File: config.mk
export PLATFORM = sky130hd
export DESIGN_NAME = axi_id_remap
export DESIGN_NICKNAME = d
export VERILOG_FILES = /design/src/id_remap_pkg.sv /design/src/ax_issue.sv /design/src/axi_id_remap.sv /design/src/remap_table.sv
export SDC_FILE = /design/constraint.sdc
export NUM_CORES = 1
export LEC_CHECK = 0
export ABC_AREA = 1
export BUFFER_PORTS_ARGS = -buffer_cell sky130_fd_sc_hd__buf_4
export CAP_MARGIN = 20
export CORE_AREA = 2 2 143 145
export DETAILED_ROUTE_END_ITERATION = 8
export DIE_AREA = 0 0 145 147
export PLACE_DENSITY_LB_ADDON = 0.3
export SLEW_MARGIN = 5
export SYNTH_ARGS = -nofsm -noshare
export SYNTH_HDL_FRONTEND = slang
export SYNTH_SLANG_ARGS = --single-unit
File: constraint.sdc
create_clock -name clk_i -period 6.4 [get_ports clk_i]
set_input_delay 1.28 -clock clk_i [delete_from_list [all_inputs] [get_ports clk_i]]
set_output_delay 1.28 -clock clk_i [all_outputs]
set_load 0.02 [all_outputs]
File: src/id_remap_pkg.sv
`default_nettype none

package id_remap_pkg;

  // Upstream IDs are wide and sparse, downstream IDs are narrow and dense.
  localparam int unsigned SLV_ID_W = 8;
  localparam int unsigned MST_ID_W = 4;

  // Each direction tracks this many distinct upstream IDs at once.
  localparam int unsigned MAX_UNIQ_IDS = 4;
  localparam int unsigned IDX_W = 2;

  // The counter must be able to hold the per-ID limit itself.
  localparam int unsigned MAX_TXNS_PER_ID = 3;
  localparam int unsigned CNT_W = 2;

  localparam int unsigned ADDR_W = 32;
  localparam int unsigned DATA_W = 32;
  localparam int unsigned LEN_W = 8;

  typedef logic [SLV_ID_W-1:0]     slv_id_t;
  typedef logic [MST_ID_W-1:0]     mst_id_t;
  typedef logic [IDX_W-1:0]        idx_t;
  typedef logic [MAX_UNIQ_IDS-1:0] field_t;
  typedef logic [CNT_W-1:0]        cnt_t;
  typedef logic [ADDR_W-1:0]       addr_t;
  typedef logic [DATA_W-1:0]       data_t;
  typedef logic [LEN_W-1:0]        len_t;
  typedef logic [1:0]              resp_t;

  // Address request as seen on the upstream side.
  typedef struct packed {
    slv_id_t id;
    addr_t   addr;
    len_t    len;
  } slv_ax_t;

  // Address request after the ID has been remapped.
  typedef struct packed {
    mst_id_t id;
    addr_t   addr;
    len_t    len;
  } mst_ax_t;

  // Write data carries no ID, so one type serves both sides.
  typedef struct packed {
    data_t data;
    logic  last;
  } w_chan_t;

  typedef struct packed {
    slv_id_t id;
    resp_t   resp;
  } slv_b_t;

  typedef struct packed {
    mst_id_t id;
    resp_t   resp;
  } mst_b_t;

  typedef struct packed {
    slv_id_t id;
    data_t   data;
    resp_t   resp;
    logic    last;
  } slv_r_t;

  typedef struct packed {
    mst_id_t id;
    data_t   data;
    resp_t   resp;
    logic    last;
  } mst_r_t;

  // An address channel either forwards a fresh request or holds a stalled one.
  typedef enum logic {
    ISSUE_READY,
    ISSUE_HOLD
  } issue_state_e;

  // Returns the position of the lowest set bit.
  // An all-zero field gives index zero, so callers must check for that case.
  function automatic idx_t lowest_set_idx(input field_t field);
    idx_t idx;
    idx = '0;
    // Scanning from the top lets the lowest set bit be the last one written.
    for (int i = MAX_UNIQ_IDS - 1; i >= 0; i--) begin
      if (field[i]) begin
        idx = idx_t'(i);
      end
    end
    return idx;
  endfunction

endpackage

`default_nettype wire

File: src/ax_issue.sv
`timescale 1ns/100ps
`default_nettype none

module ax_issue (
  input  logic               clk_i,
  input  logic               reset_i,
  input  logic               slv_valid_i,
  output logic               slv_ready_o,
  output logic               mst_valid_o,
  input  logic               mst_ready_i,
  input  logic               can_push_i,
  input  id_remap_pkg::idx_t grant_idx_i,
  output logic               push_o,
  output id_remap_pkg::idx_t mst_idx_o
);

  import id_remap_pkg::*;

  issue_state_e state_q;
  issue_state_e state_d;

  // Index of a request that was pushed but not yet taken downstream.
  idx_t held_idx_q;
  logic hold_capture;

  always_comb begin
    state_d     = state_q;
    mst_valid_o = 1'b0;
    push_o      = 1'b0;
    mst_idx_o   = grant_idx_i;

    case (state_q)
      ISSUE_READY: begin
        // A request is only forwarded when the table has room for it.
        // The push happens now, even if the downstream stalls, so the
        // table already counts this transaction while it waits.
        if (slv_valid_i && can_push_i) begin
          mst_valid_o = 1'b1;
          push_o      = 1'b1;
          if (!mst_ready_i) begin
            state_d = ISSUE_HOLD;
          end
        end
      end

      ISSUE_HOLD: begin
        // The entry is already pushed, so only valid and the index are held.
        // The held index keeps the downstream ID stable even if pops
        // change what the table would grant now.
        mst_valid_o = 1'b1;
        mst_idx_o   = held_idx_q;
        if (mst_ready_i) begin
          state_d = ISSUE_READY;
        end
      end

      default: begin
        state_d = ISSUE_READY;
      end
    endcase
  end

  // Upstream sees the downstream ready, but only for a forwarded request.
  // A request the table cannot take is left waiting with ready low.
  assign slv_ready_o = mst_valid_o && mst_ready_i;

  // Capture the granted index on the cycle the machine enters the hold state.
  assign hold_capture = (state_q == ISSUE_READY) && push_o && !mst_ready_i;

  always_ff @(posedge clk_i) begin
    if (reset_i) begin
      state_q <= ISSUE_READY;
    end else begin
      state_q <= state_d;
    end
  end

  // The index is payload and is only read in the hold state.
  always_ff @(posedge clk_i) begin
    if (hold_capture) begin
      held_idx_q <= grant_idx_i;
    end
  end

endmodule

`default_nettype wire

File: src/axi_id_remap.sv
`timescale 1ns/100ps
`default_nettype none

module axi_id_remap (
  input  logic                  clk_i,
  input  logic                  reset_i,

  // Upstream side with wide IDs.
  input  id_remap_pkg::slv_ax_t slv_aw_i,
  input  logic                  slv_aw_valid_i,
  output logic                  slv_aw_ready_o,
  input  id_remap_pkg::w_chan_t slv_w_i,
  input  logic                  slv_w_valid_i,
  output logic                  slv_w_ready_o,
  output id_remap_pkg::slv_b_t  slv_b_o,
  output logic                  slv_b_valid_o,
  input  logic                  slv_b_ready_i,
  input  id_remap_pkg::slv_ax_t slv_ar_i,
  input  logic                  slv_ar_valid_i,
  output logic                  slv_ar_ready_o,
  output id_remap_pkg::slv_r_t  slv_r_o,
  output logic                  slv_r_valid_o,
  input  logic                  slv_r_ready_i,

  // Downstream side with narrow IDs.
  output id_remap_pkg::mst_ax_t mst_aw_o,
  output logic                  mst_aw_valid_o,
  input  logic                  mst_aw_ready_i,
  output id_remap_pkg::w_chan_t mst_w_o,
  output logic                  mst_w_valid_o,
  input  logic                  mst_w_ready_i,
  input  id_remap_pkg::mst_b_t  mst_b_i,
  input  logic                  mst_b_valid_i,
  output logic                  mst_b_ready_o,
  output id_remap_pkg::mst_ax_t mst_ar_o,
  output logic                  mst_ar_valid_o,
  input  logic                  mst_ar_ready_i,
  input  id_remap_pkg::mst_r_t  mst_r_i,
  input  logic                  mst_r_valid_i,
  output logic                  mst_r_ready_o
);

  import id_remap_pkg::*;

  // Write direction between table and issue unit.
  logic    aw_can_push;
  idx_t    aw_grant_idx;
  logic    aw_push;
  idx_t    aw_idx;
  logic    wr_pop;
  slv_id_t wr_pop_id;

  // Read direction between table and issue unit.
  logic    ar_can_push;
  idx_t    ar_grant_idx;
  logic    ar_push;
  idx_t    ar_idx;
  logic    rd_pop;
  slv_id_t rd_pop_id;

  // A write completes with its B handshake.
  // A read completes only with the R beat that carries last.
  assign wr_pop = mst_b_valid_i && slv_b_ready_i;
  assign rd_pop = mst_r_valid_i && slv_r_ready_i && mst_r_i.last;

  remap_table u_wr_table (
    .clk_i        (clk_i),
    .reset_i      (reset_i),
    .lookup_id_i  (slv_aw_i.id),
    .can_push_o   (aw_can_push),
    .grant_idx_o  (aw_grant_idx),
    .push_i       (aw_push),
    .pop_i        (wr_pop),
    .pop_idx_i    (mst_b_i.id[IDX_W-1:0]),
    .pop_inp_id_o (wr_pop_id)
  );

  remap_table u_rd_table (
    .clk_i        (clk_i),
    .reset_i      (reset_i),
    .lookup_id_i  (slv_ar_i.id),
    .can_push_o   (ar_can_push),
    .grant_idx_o  (ar_grant_idx),
    .push_i       (ar_push),
    .pop_i        (rd_pop),
    .pop_idx_i    (mst_r_i.id[IDX_W-1:0]),
    .pop_inp_id_o (rd_pop_id)
  );

  ax_issue u_aw_issue (
    .clk_i       (clk_i),
    .reset_i     (reset_i),
    .slv_valid_i (slv_aw_valid_i),
    .slv_ready_o (slv_aw_ready_o),
    .mst_valid_o (mst_aw_valid_o),
    .mst_ready_i (mst_aw_ready_i),
    .can_push_i  (aw_can_push),
    .grant_idx_i (aw_grant_idx),
    .push_o      (aw_push),
    .mst_idx_o   (aw_idx)
  );

  ax_issue u_ar_issue (
    .clk_i       (clk_i),
    .reset_i     (reset_i),
    .slv_valid_i (slv_ar_valid_i),
    .slv_ready_o (slv_ar_ready_o),
    .mst_valid_o (mst_ar_valid_o),
    .mst_ready_i (mst_ar_ready_i),
    .can_push_i  (ar_can_push),
    .grant_idx_i (ar_grant_idx),
    .push_o      (ar_push),
    .mst_idx_o   (ar_idx)
  );

  // The table index becomes the downstream ID, padded with zeros on top.
  assign mst_aw_o.id   = {{(MST_ID_W - IDX_W){1'b0}}, aw_idx};
  assign mst_aw_o.addr = slv_aw_i.addr;
  assign mst_aw_o.len  = slv_aw_i.len;

  assign mst_ar_o.id   = {{(MST_ID_W - IDX_W){1'b0}}, ar_idx};
  assign mst_ar_o.addr = slv_ar_i.addr;
  assign mst_ar_o.len  = slv_ar_i.len;

  // Write data has no ID and passes straight through.
  assign mst_w_o       = slv_w_i;
  assign mst_w_valid_o = slv_w_valid_i;
  assign slv_w_ready_o = mst_w_ready_i;

  // Responses get their upstream ID back from the table.
  assign slv_b_o.id    = wr_pop_id;
  assign slv_b_o.resp  = mst_b_i.resp;
  assign slv_b_valid_o = mst_b_valid_i;
  assign mst_b_ready_o = slv_b_ready_i;

  // Every R beat is translated, not only the last one.
  assign slv_r_o.id    = rd_pop_id;
  assign slv_r_o.data  = mst_r_i.data;
  assign slv_r_o.resp  = mst_r_i.resp;
  assign slv_r_o.last  = mst_r_i.last;
  assign slv_r_valid_o = mst_r_valid_i;
  assign mst_r_ready_o = slv_r_ready_i;

endmodule

`default_nettype wire

File: src/remap_table.sv
`timescale 1ns/100ps
`default_nettype none

module remap_table (
  input  logic                  clk_i,
  input  logic                  reset_i,
  input  id_remap_pkg::slv_id_t lookup_id_i,
  output logic                  can_push_o,
  output id_remap_pkg::idx_t    grant_idx_o,
  input  logic                  push_i,
  input  logic                  pop_i,
  input  id_remap_pkg::idx_t    pop_idx_i,
  output id_remap_pkg::slv_id_t pop_inp_id_o
);

  import id_remap_pkg::*;

  // The table is indexed by the downstream index.
  // Each entry keeps the upstream ID that owns it and the number of
  // transactions still in flight under that ID.
  slv_id_t inp_id_q [MAX_UNIQ_IDS];
  cnt_t    [MAX_UNIQ_IDS-1:0] cnt_q;

  // One bit per entry for a matching ID and for an unused entry.
  field_t match;
  field_t free;

  idx_t match_idx;
  idx_t free_idx;
  logic exists;
  logic exists_full;

  // Per-entry update strobes.
  field_t inc;
  field_t dec;

  // An entry with a zero count is free, whatever ID it still stores.
  // A match needs a live entry, so stale IDs are never reused by accident.
  always_comb begin
    for (int i = 0; i < MAX_UNIQ_IDS; i++) begin
      free[i]  = (cnt_q[i] == '0);
      match[i] = (cnt_q[i] != '0) && (inp_id_q[i] == lookup_id_i);
    end
  end

  // Only one entry can match, because a push never creates a second live
  // entry for an ID that already has one.
  assign match_idx = lowest_set_idx(match);
  assign free_idx  = lowest_set_idx(free);
  assign exists    = |match;

  // The ID has reached its limit when its counter equals the maximum.
  assign exists_full = (cnt_q[match_idx] == cnt_t'(MAX_TXNS_PER_ID));

  // A known ID keeps its index so that ordering within the ID is kept.
  // A new ID takes the lowest free index.
  assign grant_idx_o = exists ? match_idx : free_idx;

  // A request is accepted if its ID has room or a fresh entry is available.
  assign can_push_o = exists ? !exists_full : |free;

  // The response path reads the owner of the index back out.
  assign pop_inp_id_o = inp_id_q[pop_idx_i];

  // Decode push and pop into per-entry increments and decrements.
  always_comb begin
    for (int i = 0; i < MAX_UNIQ_IDS; i++) begin
      inc[i] = push_i && (grant_idx_o == idx_t'(i));
      dec[i] = pop_i && (pop_idx_i == idx_t'(i));
    end
  end

  // Counters are control state and are cleared on reset.
  // A push and a pop on the same entry in one cycle cancel out.
  always_ff @(posedge clk_i) begin
    if (reset_i) begin
      cnt_q <= '0;
    end else begin
      for (int i = 0; i < MAX_UNIQ_IDS; i++) begin
        if (inc[i] && !dec[i]) begin
          cnt_q[i] <= cnt_q[i] + 1'b1;
        end else if (dec[i] && !inc[i]) begin
          cnt_q[i] <= cnt_q[i] - 1'b1;
        end
      end
    end
  end

  // The stored ID only matters while the count is non-zero.
  // Rewriting the same ID on a repeated push is harmless.
  always_ff @(posedge clk_i) begin
    if (push_i) begin
      inp_id_q[grant_idx_o] <= lookup_id_i;
    end
  end

endmodule

`default_nettype wire
==> impl_summary.txt, run 1 <==
----------------------------------------------------
[Status]
  Result of the run ... complete, no violations

[Hold path]
  Worst hold path type ... reg -> reg
  Hold endpoint ... u_rd_table.cnt_q[1]
  Worst Hold Path Cells ... 2
  Hold Path Origin ... u_rd_table.cnt_q[1]

[Place]
  Detailed-placement wirelength estimate ... between 15 and 20 mm
  Placed cell areas ... around 5600 um2
  Routability Congestion ... 0.8546
  Count of input and output buffers ... 59

[Setup path]
  Slack of the worst reg-to-reg path ... 3.18 ns
  Highest net fanout along the worst path ... 8
  CP Launch Type ... primary input
  Capture point of the worst reg-to-reg path ... u_rd_table.cnt_q[1]
  Data arrival time of the critical path ... around 3.0 ns
  Startpoint-to-endpoint class of the critical path ... in -> out
  Type of destination of the critical path ... primary output
  Required @ worst endpoint ... slightly above 5 ns
  Number of cells on the worst reg-to-reg path ... 14
  Startpoint of the lowest-slack register-to-register path ... u_rd_table.inp_id_q[0][1]

[Power and ir drop]
  Leak ... 0.002438 uW
  Worst-case vdd ir drop ... about 0.12 mV
  Power density relative to cell area ... between 200 and 300 nW/um2

[GRT]
  Congestion Overflow GR ... 0
  Total routing usage reported by global routing ... 19.77%
  Antenna violations before repair ... 0
  Vias in the first global route ... about 3,800
  First-pass GRT wire length ... ~30 mm
  Maximum number of pins on one net before global-route repair ... 19

[Drt]
  Antenna-violating nets left ... 0
  Via count normalized by instance count ... around 4.5
  DRC violations left ... 0
  Routed wire length per instance ... roughly 24 um
  Router iterations before antenna repair ... 5
  Vias ... 4,067
  Total wire length ... around 22 mm
  DR iter-0 viols ... 255

[Floorplanning]
  Std-Cell Rows ... 52
  Effective utilization at floorplan ... approximately 30%
  Placeable core region ... around 20,000 um2
  Die Span Y ... ~150 um
  Die area ... approximately 21,000 um2
  I/O pin cnt ... 370
  Horizontal die dimension ... between 100 and 150 um

[Timing]
  Setup total negative slack ... 0 ns
  Number of hold-slack violations in the final timing report ... 0
  Highest clock rate ... 233.8 MHz
  Tightest Pin Transition ... ~0.91 ns
  Clock period minus worst slack ... 4.278 ns
  Count of final setup violators ... 0
  Count of pins over their slew limit ... 0
  Largest clock skew in the final design ... 0.009965 ns
  Worst-case headroom to the max-slew limit ... between 30% and 40%
  Final period util ... roughly 67%
  RSZ-0062 raised after global routing ... false

[Clock network]
  Postcts setup bufs ... 0
  Largest buffer count on any clock path ... 2
  Clock insertion delay at the later pin of the skew report ... around 0.34 ns
  Post-cts gate resize count ... 0
  Number of buffers added by the clock tree synthesis step ... 9
  CTS tree ... built
  Hold Buf Count CTS ... 0
  Number of clock sinks ... between 80 and 90
  H-tree depth reported by CTS ... 3
  CTS clock-pin slew for the worst setup and hold paths ... approximately 0.06 ns
  Clk root buf ... clkbuf_16

[Layout]
  Total inserted antenna cells ... 0
  Fraction of final layout cells sized beyond drive strength 1 ... approximately 18%
  Fin nets ... a little over 800
  Area overhead of the layout relative to synthesis ... -1.675%
  Area of all placed cells without fillers ... about 5900 um2

[Synthesis]
  Main combinational cell family by area after synthesis ... buffers and inverters
  Mux cell area share after synthesis ... 0%
  Simple-gate portion of the synthesized area ... ~17%
  Leading cell type by number of instances after synthesis ... buf_4
  Most frequent cells after synthesis ... buf_4, nand2_1, edfxtp_1
  Gate Count Post-Synth ... 713
  Post-synthesis cell type with the largest combined area ... edfxtp_1
  Sequential share of the synthesized area ... about two fifths
  Fraction of the mapped netlist area in compound gates ... ~10%
  Count of unique library cells instantiated by Yosys ... 35
  Post-synth ARST share ... 0%
  Cells taking the most area after synthesis ... edfxtp_1, buf_4, nand2_1, dfxtp_1, inv_1
  EDFF count, synth ... between 60 and 70
  Xor/xnor share of the synthesized area ... under 10%
  #FFs+latches synth ... between 80 and 90
  Top flip-flop cell by instance count after synthesis ... edfxtp_1
  Cell area after synthesis ... between 5000 and 6000 um2
  Avg Cell Area, Syn ... between 8 and 9 um2
  Post-synth top area share ... between 30% and 40%
  Number of warnings reported in the yosys synthesis log ... 0
  Share of synthesized cell area in full adder, half adder and majority cells ... 1.675%

[Job]
  Reported max-cap violation count ... 0

----------------------------------------------------
[critical path, stage by stage]
cell and delay [ns]:
buf_4 0.13, inv_2 0.11, nor2_1 0.05, nor2_1 0.08, nand2_1 0.06, nor2_1 0.15
nand3_1 0.14, o21ai_2 0.11, nor2_1 0.09, a31oi_1 0.23, nand2_2 0.13, a21oi_1 0.24
buf_4 0.19
[cells by family (layout without fill, tap and decap cells)]
family          Yosys count  count (layout)
simple gates            235             235
xor+xnor                 35              35
flops                    86              86
buf+inv                 249             164
other cells               1               4
fa+ha+maj                 8               8
compound gates           99              99
[cell type report]
class                      count  area, um2
inverter                      83      311.5
clock buffer                  11      232.7
timing repair buffer          65      488.0
clock inverter                 5      58.81
multi-input combinational    381       2043
tap                          270      337.8
fill                        2112      13970
sequential                    86       2402
[worst max-delay path by stage]
| stage | from | slack (ns) | end | depth (start not counted) |
|---|---|---|---|---|
| finish | slv_ar_i[40] | 2.12 | slv_ar_ready_o | 13 |
| global route | slv_ar_i[40] | 1.91 | slv_ar_ready_o | 13 |
| CTS | slv_ar_i[41] | 2.08 | slv_ar_ready_o | 11 |
| detailed placement | slv_ar_i[41] | 2.06 | u_rd_table.cnt_q[1] | 15 |
| global placement | slv_ar_i[40] | 2.10 | slv_ar_ready_o | 13 |
| floorplan | slv_ar_i[47] | 2.46 | slv_ar_ready_o | 10 |
[routing by layer]
metal  vias to the layer above  wire, um  GRT usage, %
met5                         -        69         2.045
met1                      1736      6450         16.91
met4                         4       342         4.901
met3                        16      5852         25.12
met2                       317      9166         28.19
li1                       1994         -             -
[cells in the final DEF (no fill, tap or decap), types with 2 or more instances in the layout]
cell and instances:
a21oi_1 30, a22oi_1 21, buf_4 65, clkbuf_1 2, clkbuf_16 9, conb_1 4
dfxtp_1 18, edfxtp_1 68, ha_1 8, inv_1 66, inv_2 17, nand2_1 128
nand2_2 6, nand3_1 29, nand3_2 3, nand3b_1 2, nor2_1 49, nor3_1 3
nor3_2 6, o211ai_1 3, o21ai_0 31, o21ai_1 5, o21ai_2 2, o221ai_1 6
or2_1 2, xnor2_1 26, xor2_1 9
[stage by stage]
stage               util [%]  hold WS [ns]  total power (uW)  setup WS, ns  std cells
detailed placement     28.13        0.4750              1182         2.061        885
global route           29.60        0.5123              1782         1.914        901
global placement       28.13        0.4648              1177         2.104        885
finish                 29.60        0.4817              1689         2.122        901
floorplan                  -        0.4521              1160         2.459        716
CTS                    29.60        0.4846              1705         2.082        901
[power by group]
part / total [uW] / switching, uW / leakage, uW / internal (uW)
sequential: 737 / 43.5 / 0.000772 / 693
clock: 521 / 218 / 0.000138 / 304
combinational: 431 / 276 / 0.00153 / 155
total: 1690 / 537 / 0.00244 / 1150
[state kept, by name (all words and copies together) (netlist names)]
signal	flops
u_ar_issue.held_idx_q	2
u_ar_issue.state_q	1
u_aw_issue.held_idx_q	2
u_aw_issue.state_q	1
u_rd_table.cnt_q	8
u_rd_table.inp_id_q	32
u_wr_table.cnt_q	8
u_wr_table.inp_id_q	32
(Power assumes the default switching activity.)
==> run 2, diff against run 1 <==
--- a/config.mk
+++ b/config.mk
@@ -5,12 +5,12 @@
 export SDC_FILE = /design/constraint.sdc
 export NUM_CORES = 1
 export LEC_CHECK = 0
-export ABC_AREA = 1
+export ABC_AREA = 0
 export BUFFER_PORTS_ARGS = -buffer_cell sky130_fd_sc_hd__buf_4
 export CAP_MARGIN = 20
-export CORE_AREA = 2 2 143 145
+export CORE_AREA = 2 2 142 144
 export DETAILED_ROUTE_END_ITERATION = 8
-export DIE_AREA = 0 0 145 147
+export DIE_AREA = 0 0 144 146
 export PLACE_DENSITY_LB_ADDON = 0.3
 export SLEW_MARGIN = 5
 export SYNTH_ARGS = -nofsm -noshare
==> constraint.sdc (replaced) <==
create_clock -name clk_i -period 4.2 [get_ports clk_i]
set_input_delay 0.84 -clock clk_i [delete_from_list [all_inputs] [get_ports clk_i]]
set_output_delay 0.84 -clock clk_i [all_outputs]
set_load 0.02 [all_outputs]
==> impl_summary.txt, run 2 <==
----------------------------------------------------
[Layout]
  Area overhead of the layout relative to synthesis ... -1.201%
  Fin nets ... 641 (-22%)
  Final standard cell count with taps included and fillers excluded ... 717 (-20%)
  Fraction of final layout cells sized beyond drive strength 1 ... 25.22% (+6.8 points)
  Area of all placed cells without fillers ... 5764 um2 (-1.9%)
  Total inserted antenna cells ... 0 (unchanged)
  Most common cell after layout, fill and taps aside ... buf_4
  Fill cell instance count of the final layout ... 1,944 (-8.0%)
  Leading registers by flop count ... u_rd_table.inp_id_q (32), u_wr_table.inp_id_q (32)
  Most used cells in the layout excluding fill and tap cells ... buf_4, edfxtp_1, xor2_1

[GRT]
  Total routing usage reported by global routing ... 19.67% (-0.11 points)
  Antenna violations before repair ... 0 (unchanged)
  First-pass GRT wire length ... 28.51 mm (-2.9%)
  Vias in the first global route ... 3,527 (-7.4%)
  Congestion Overflow GR ... 0 (unchanged)
  Maximum number of pins on one net before global-route repair ... 20 (+1)

[Floorplanning]
  Die Span Y ... 146 um (-0.68%)
  Horizontal die dimension ... 144 um (-0.69%)
  I/O pin cnt ... 370 (unchanged)
  Die area ... 21,020 um2 (-1.4%)
  Placeable core region ... 19,330 um2 (-2.6%)
  Effective utilization at floorplan ... 30.18% (+0.068 points)
  Std-Cell Rows ... 51 (-1.9%)

[Place]
  Detailed-placement wirelength estimate ... 18.15 mm (-1.1%)
  Count of input and output buffers ... 59 (unchanged)
  Placed cell areas ... 5465 um2 (-2.1%)
  Routability Congestion ... 0.8211 (-3.9%)
  DP Cell Count ... 701 (-21%)

[Synthesis]
  Avg Cell Area, Syn ... 10.80 um2 (+29%)
  Post-synth top area share ... 35.00% (+0.82 points)
  Sequential share of the synthesized area ... 41.18% (+0.97 points)
  Leading cell type by number of instances after synthesis ... buf_4
  Most frequent cells after synthesis ... buf_4, edfxtp_1, xor2_1
  #FFs+latches synth ... 86 (unchanged)
  Cells taking the most area after synthesis ... edfxtp_1, buf_4, xor2_1, dfxtp_1, mux4_2
  Gate Count Post-Synth ... 540 (-24%)
  Post-synthesis cell type with the largest combined area ... edfxtp_1
  Post-synth ARST share ... 0% (unchanged)
  EDFF count, synth ... 68 (unchanged)
  Cell area after synthesis ... 5834 um2 (-2.3%)
  Number of warnings reported in the yosys synthesis log ... 0 (unchanged)
  Top flip-flop cell by instance count after synthesis ... edfxtp_1
  Count of unique library cells instantiated by Yosys ... 48 (+37%)

[Job]
  Reported max-cap violation count ... 0 (unchanged)

[Setup path]
  First element of the critical path ... slv_aw_i[46]
  Highest net fanout along the worst path ... 8 (unchanged)
  Type of destination of the critical path ... primary output
  Slack of the worst reg-to-reg path ... 0.98 ns (-2.20 ns)
  Startpoint-to-endpoint class of the critical path ... in -> out
  Required @ worst endpoint ... 3.36 ns (-1.76 ns)
  CP Launch Type ... primary input
  Data arrival time of the critical path ... 2.99 ns (about the same)
  Startpoint of the lowest-slack register-to-register path ... u_wr_table.inp_id_q[3][6]

[Timing]
  Count of final setup violators ... 0 (unchanged)
  Count of pins over their slew limit ... 0 (unchanged)
  Worst hold margin ... 0.5190 ns (+0.03734 ns)
  Tightest Pin Transition ... 0.5143 ns (-0.3950 ns)
  Worst-case headroom to the max-slew limit ... 65.40% (+26 points)
  Number of hold-slack violations in the final timing report ... 0 (unchanged)
  Final period util ... ~91%
  RSZ-0062 raised after global routing ... false
  Largest clock skew in the final design ... 0.006803 ns (-0.003162 ns)
  Highest clock rate ... ~260 MHz
  Clock period minus worst slack ... ~3.8 ns
  Setup total negative slack ... 0 ns (unchanged)

[Drt]
  Post-Route M1 WL ... 5.870 mm (-9.0%)
  DRC violations left ... 0 (unchanged)
  Antenna-violating nets left ... 0 (unchanged)
  Routed wire length per instance ... 29.92 um (+23%)
  Highest Signal Layer ... met5
  Router iterations before antenna repair ... 4 (-1)
  Via count normalized by instance count ... 4.918 (+8.9%)
  Metal3 WL ... 5.865 mm (+0.22%)
  Vias ... 3,526 (-13%)
  Total wire length ... 21.45 mm (-2.0%)
  DR iter-0 viols ... 224 (-12%)
  Metal2 WL ... 9.526 mm (+3.9%)

[Clock network]
  Clk root buf ... clkbuf_16
  Post-cts gate resize count ... 0 (unchanged)
  CTS clock-pin slew for the worst setup and hold paths ... 0.06 ns (about the same)
  CTS tree ... built
  Hold Buf Count CTS ... 0 (unchanged)
  Postcts setup bufs ... 0 (unchanged)
  Number of buffers added by the clock tree synthesis step ... 9 (unchanged)
  Number of clock sinks ... 86 (unchanged)
  Clock insertion delay at the later pin of the skew report ... 0.34 ns (about the same)
  Largest buffer count on any clock path ... 2 (unchanged)
  H-tree depth reported by CTS ... 3 (unchanged)

[Status]
  Result of the run ... complete, no violations

[Power and ir drop]
  Worst-case vdd ir drop ... 0.2429 mV (+100%)
  Leak ... 0.002021 uW (-17%)
  Power density relative to cell area ... 505.8 nW/um2 (+76%)

[Hold path]
  Hold Path Origin ... u_wr_table.cnt_q[3]
  Worst hold path type ... reg -> reg

----------------------------------------------------
## run 2: cell families (layout without fill, tap and decap cells)
| family | count (synthesis) | in the layout | synth area share [%] |
|---|---|---|---|
| buffers and inverters | 184 | 93 | 22.15 |
| AND/OR/NAND/NOR | 106 | 106 | 9.715 |
| flip-flops | 86 | 86 | 41.18 |
| XOR/XNOR | 82 | 82 | 12.31 |
| AO/OA/AOI/OAI | 57 | 57 | 6.691 |
| multiplexers | 16 | 16 | 6.176 |
| adder cells (fa/ha/maj) | 8 | 8 | 1.716 |
| other | 1 | 4 | 0.06427 |
## run 2: path summary, 6_finish.rpt
path | endpoint | depth (start not counted)
min | u_wr_table.cnt_q[3] | 2
max | slv_aw_ready_o | 8
min reg2reg | u_wr_table.cnt_q[3] | 2
max reg2reg | u_wr_table.cnt_q[1] | 9
## run 2: metrics by stage
| stage | total power (uW) | setup slack, ns | utilization, % |
|---|---|---|---|
| finish | 2916 | 0.3686 | 29.81 |
| global route | 3080 | 0.3123 | 29.81 |
| CTS | 2949 | 0.3917 | 29.81 |
| detailed placement | 2124 | 0.3918 | 28.27 |
| global placement | 2104 | 0.4127 | 28.27 |
| floorplan | 2001 | 0.2067 | - |
## run 2: where the power goes
group | total [uW] | switching, uW | internal (uW)
registers | 1220 | 125 | 1100
logic | 886 | 497 | 389
clock network | 808 | 343 | 466
## run 2: area by class of cell
type                    count  area [um2]  share of cell area, %
clock inverters             6       70.07                  1.216
well taps                 265       331.6                  5.752
repair buffers             71       533.0                  9.247
flip-flops and latches     86        2402                  41.68
clock buffers              10       229.0                  3.972
inverters                   6       22.52                 0.3907
multi-input cells         273        2176                  37.75
## run 2: layer usage
layer / global-route usage (%) / vias to the layer above
li1: - / 1556
met5: 2.871 / -
met1: 16.45 / 1652
met3: 24.55 / 13
met2: 29.67 / 303
met4: 2.892 / 2
## run 2: worst max-delay path: stages
cell and delay (ns):
buf_4 0.15, xor2_1 0.16, nor4_1 0.50, and4b_1 0.33
a21oi_1 0.09, o32a_2 0.47, o31ai_1 0.26, buf_4 0.18
==> run 3, diff against run 2 <==
==> constraint.sdc (replaced) <==
create_clock -name clk_i -period 4.2 [get_ports clk_i]
set_input_delay 0 -clock clk_i [delete_from_list [all_inputs] [get_ports clk_i]]
set_output_delay 0 -clock clk_i [all_outputs]
set_load 0.02 [all_outputs]
==> impl_summary.txt, run 3 (same netlist as run 2, synthesis figures left out) <==
----------------------------------------------------
[Status]
  Result of the run ... complete, but fails checks
  Violated checks ... hold timing

[Place]
  Detailed-placement wirelength estimate ... 18.16 mm (about the same)
  Routability Congestion ... 0.8249 (+0.46%)
  Count of input and output buffers ... 59 (unchanged)
  Placed cell areas ... 5435 um2 (-0.55%)

[GRT]
  Total routing usage reported by global routing ... 19.65% (about the same)
  Vias in the first global route ... 3,510 (-0.48%)
  Maximum number of pins on one net before global-route repair ... 20 (unchanged)
  Congestion Overflow GR ... 0 (unchanged)
  Antenna violations before repair ... 0 (unchanged)
  First-pass GRT wire length ... 28.49 mm (about the same)

[Timing]
  Largest clock skew in the final design ... 0.009184 ns (+0.002380 ns)
  Highest clock rate ... 302.9 MHz (+16%)
  Tightest Pin Transition ... 0.7782 ns (+0.2639 ns)
  Setup total negative slack ... 0 ns (unchanged)
  Worst-case headroom to the max-slew limit ... 47.64% (-18 points)
  Count of final setup violators ... 0 (unchanged)
  Clock period minus worst slack ... 3.301 ns (-0.5305 ns)
  Final period util ... 78.59% (-13 points)
  Worst hold margin ... -0.004820 ns (-0.5238 ns)
  RSZ-0062 raised after global routing ... false
  Number of hold-slack violations in the final timing report ... 2 (+2)
  Count of pins over their slew limit ... 0 (unchanged)

[Drt]
  Routed wire length per instance ... 29.40 um (-1.7%)
  Metal2 WL ... 9.642 mm (+1.2%)
  Vias ... 3,587 (+1.7%)
  Via count normalized by instance count ... 4.900 (-0.35%)
  Antenna-violating nets left ... 0 (unchanged)
  DRC violations left ... 0 (unchanged)
  Metal3 WL ... 5.937 mm (+1.2%)
  Post-Route M1 WL ... 5.674 mm (-3.3%)
  DR iter-0 viols ... 190 (-15%)
  Total wire length ... 21.52 mm (+0.33%)
  Router iterations before antenna repair ... 4 (unchanged)
  Highest Signal Layer ... met5

[Power and ir drop]
  Power consumption ... 2972 uW (+1.9%)
  Leak ... 0.002097 uW (+3.7%)
  Power density relative to cell area ... 500.4 nW/um2 (-1.1%)
  Worst-case vdd ir drop ... 0.2395 mV (-1.4%)

[Layout]
  Fin nets ... 656 (+2.3%)
  Final core occ ... 30.72% (+0.91 points)
  Fraction of final layout cells sized beyond drive strength 1 ... 23.34% (-1.9 points)
  Most used cells in the layout excluding fill and tap cells ... edfxtp_1, buf_4, xor2_1
  Most common cell after layout, fill and taps aside ... edfxtp_1
  Area of all placed cells without fillers ... 5939 um2 (+3.0%)
  Area overhead of the layout relative to synthesis ... 1.801%
  Total inserted antenna cells ... 0 (unchanged)
  Leading registers by flop count ... u_rd_table.inp_id_q (32), u_wr_table.inp_id_q (32)

[Clock network]
  Number of buffers added by the clock tree synthesis step ... 9 (unchanged)
  H-tree depth reported by CTS ... 3 (unchanged)
  Clk root buf ... clkbuf_16
  Largest buffer count on any clock path ... 2 (unchanged)
  Clock insertion delay at the later pin of the skew report ... 0.35 ns (about the same)
  Number of clock sinks ... 86 (unchanged)
  CTS clock-pin slew for the worst setup and hold paths ... 0.07 ns (about the same)
  CTS tree ... built
  Postcts setup bufs ... 0 (unchanged)

[Floorplanning]
  I/O pin cnt ... 370 (unchanged)
  Placeable core region ... 19,330 um2 (unchanged)
  Die area ... 21,020 um2 (unchanged)
  Horizontal die dimension ... 144 um (unchanged)
  Die Span Y ... 146 um (unchanged)
  Effective utilization at floorplan ... 30.18% (unchanged)
  Std-Cell Rows ... 51 (unchanged)

[Setup path]
  Data arrival time of the critical path ... 3.58 ns (+0.59 ns)
  Capture point of the worst reg-to-reg path ... u_wr_table.cnt_q[1]
  Startpoint-to-endpoint class of the critical path ... reg -> reg
  Number of cells on the worst reg-to-reg path ... 10 (+1)
  Slack of the worst reg-to-reg path ... 0.90 ns (-0.08 ns)
  Startpoint of the lowest-slack register-to-register path ... u_wr_table.inp_id_q[1][6]
  First element of the critical path ... u_wr_table.inp_id_q[1][6]
  Type of destination of the critical path ... register
  Critical-path cell list ... xor2_1 > nor4_1 > nand3b_1 > a311oi_1 > o32a_2 > nor4_2 > buf_4 > ha_1 > or3_1 > a21oi_1
  Highest net fanout along the worst path ... 9 (+1)
  Buffering stage count on the worst path with inverters included ... 1 (-1)
  CP delay by family, top ... simple AND/OR/NAND/NOR gates
  CP Launch Type ... register
  Required @ worst endpoint ... 4.48 ns (+1.12 ns)
  Critical path's slowest cell ... nor4_1
  Worst stage delay on the critical path ... 0.68 ns (+0.18 ns)

[Job]
  Reported max-cap violation count ... 0 (unchanged)

[Hold path]
  Hold Path Origin ... reset_i
  Worst Hold Path Cells ... 2 (unchanged)
  Worst hold path type ... in -> reg
  Hold endpoint ... u_rd_table.cnt_q[4]

----------------------------------------------------
[run 3: changes by cell type in the layout (fill, tap and decap cells not counted)]
cell | previous run | this run
clkinv_2 | 0 | 1
buf_4 | 71 | 67
clkinv_4 | 0 | 1
clkbuf_1 | 1 | 0
dlygate4sd3_1 | 0 | 19
clkinvlp_4 | 3 | 1
clkinv_1 | 0 | 2
bufinv_16 | 1 | 2
inv_6 | 2 | 0
[run 3: what timing repair did]
action	in CTS	in global routing
gates resized for setup	0	0
hold endpoints to repair	68	0
hold buffers	19	0
[run 3: worst max path at each step]
stage          depth (start not counted)                  end  slack (ns)
2_1_floorplan                          9  u_wr_table.cnt_q[1]        0.67
3_3_place_gp                           9  u_wr_table.cnt_q[3]        1.01
3_5_place_dp                          10  u_wr_table.cnt_q[1]        0.96
4_1_cts                               10  u_wr_table.cnt_q[1]        0.93
5_1_grt                               11  u_wr_table.cnt_q[1]        0.69
6_report                              10  u_wr_table.cnt_q[1]        0.90
[run 3: power by group]
group          internal [uW]  switching (uW)  total (uW)  leakage (uW)
Sequential              1100             124        1220      0.000771
Clock                    517             343         860      0.000150
Combinational            398             494         892       0.00117
[run 3: stage by stage]
step	cells	setup WS, ns
after floorplan	543	0.6692
after global placement	697	1.005
after detailed placement	697	0.9621
after CTS	732	0.9256
after global routing	732	0.6925
final	732	0.8991
[run 3: area by class of cell]
class / instances / area (um2)
inverters: 6 / 22.52
clock buffers: 9 / 225.2
flip-flops and latches: 86 / 2402
multi-input cells: 273 / 2176
fillers: 1922 / 13400
clock inverters: 7 / 88.84
repair buffers: 86 / 693.2
well taps: 265 / 331.6
[run 3: per-layer routing]
layer / GRT usage, % / vias to the layer above
met1: 16.15 / 1673
met4: 3.529 / 2
met2: 29.55 / 308
met5: 2.871 / -
li1: - / 1583
met3: 24.68 / 21
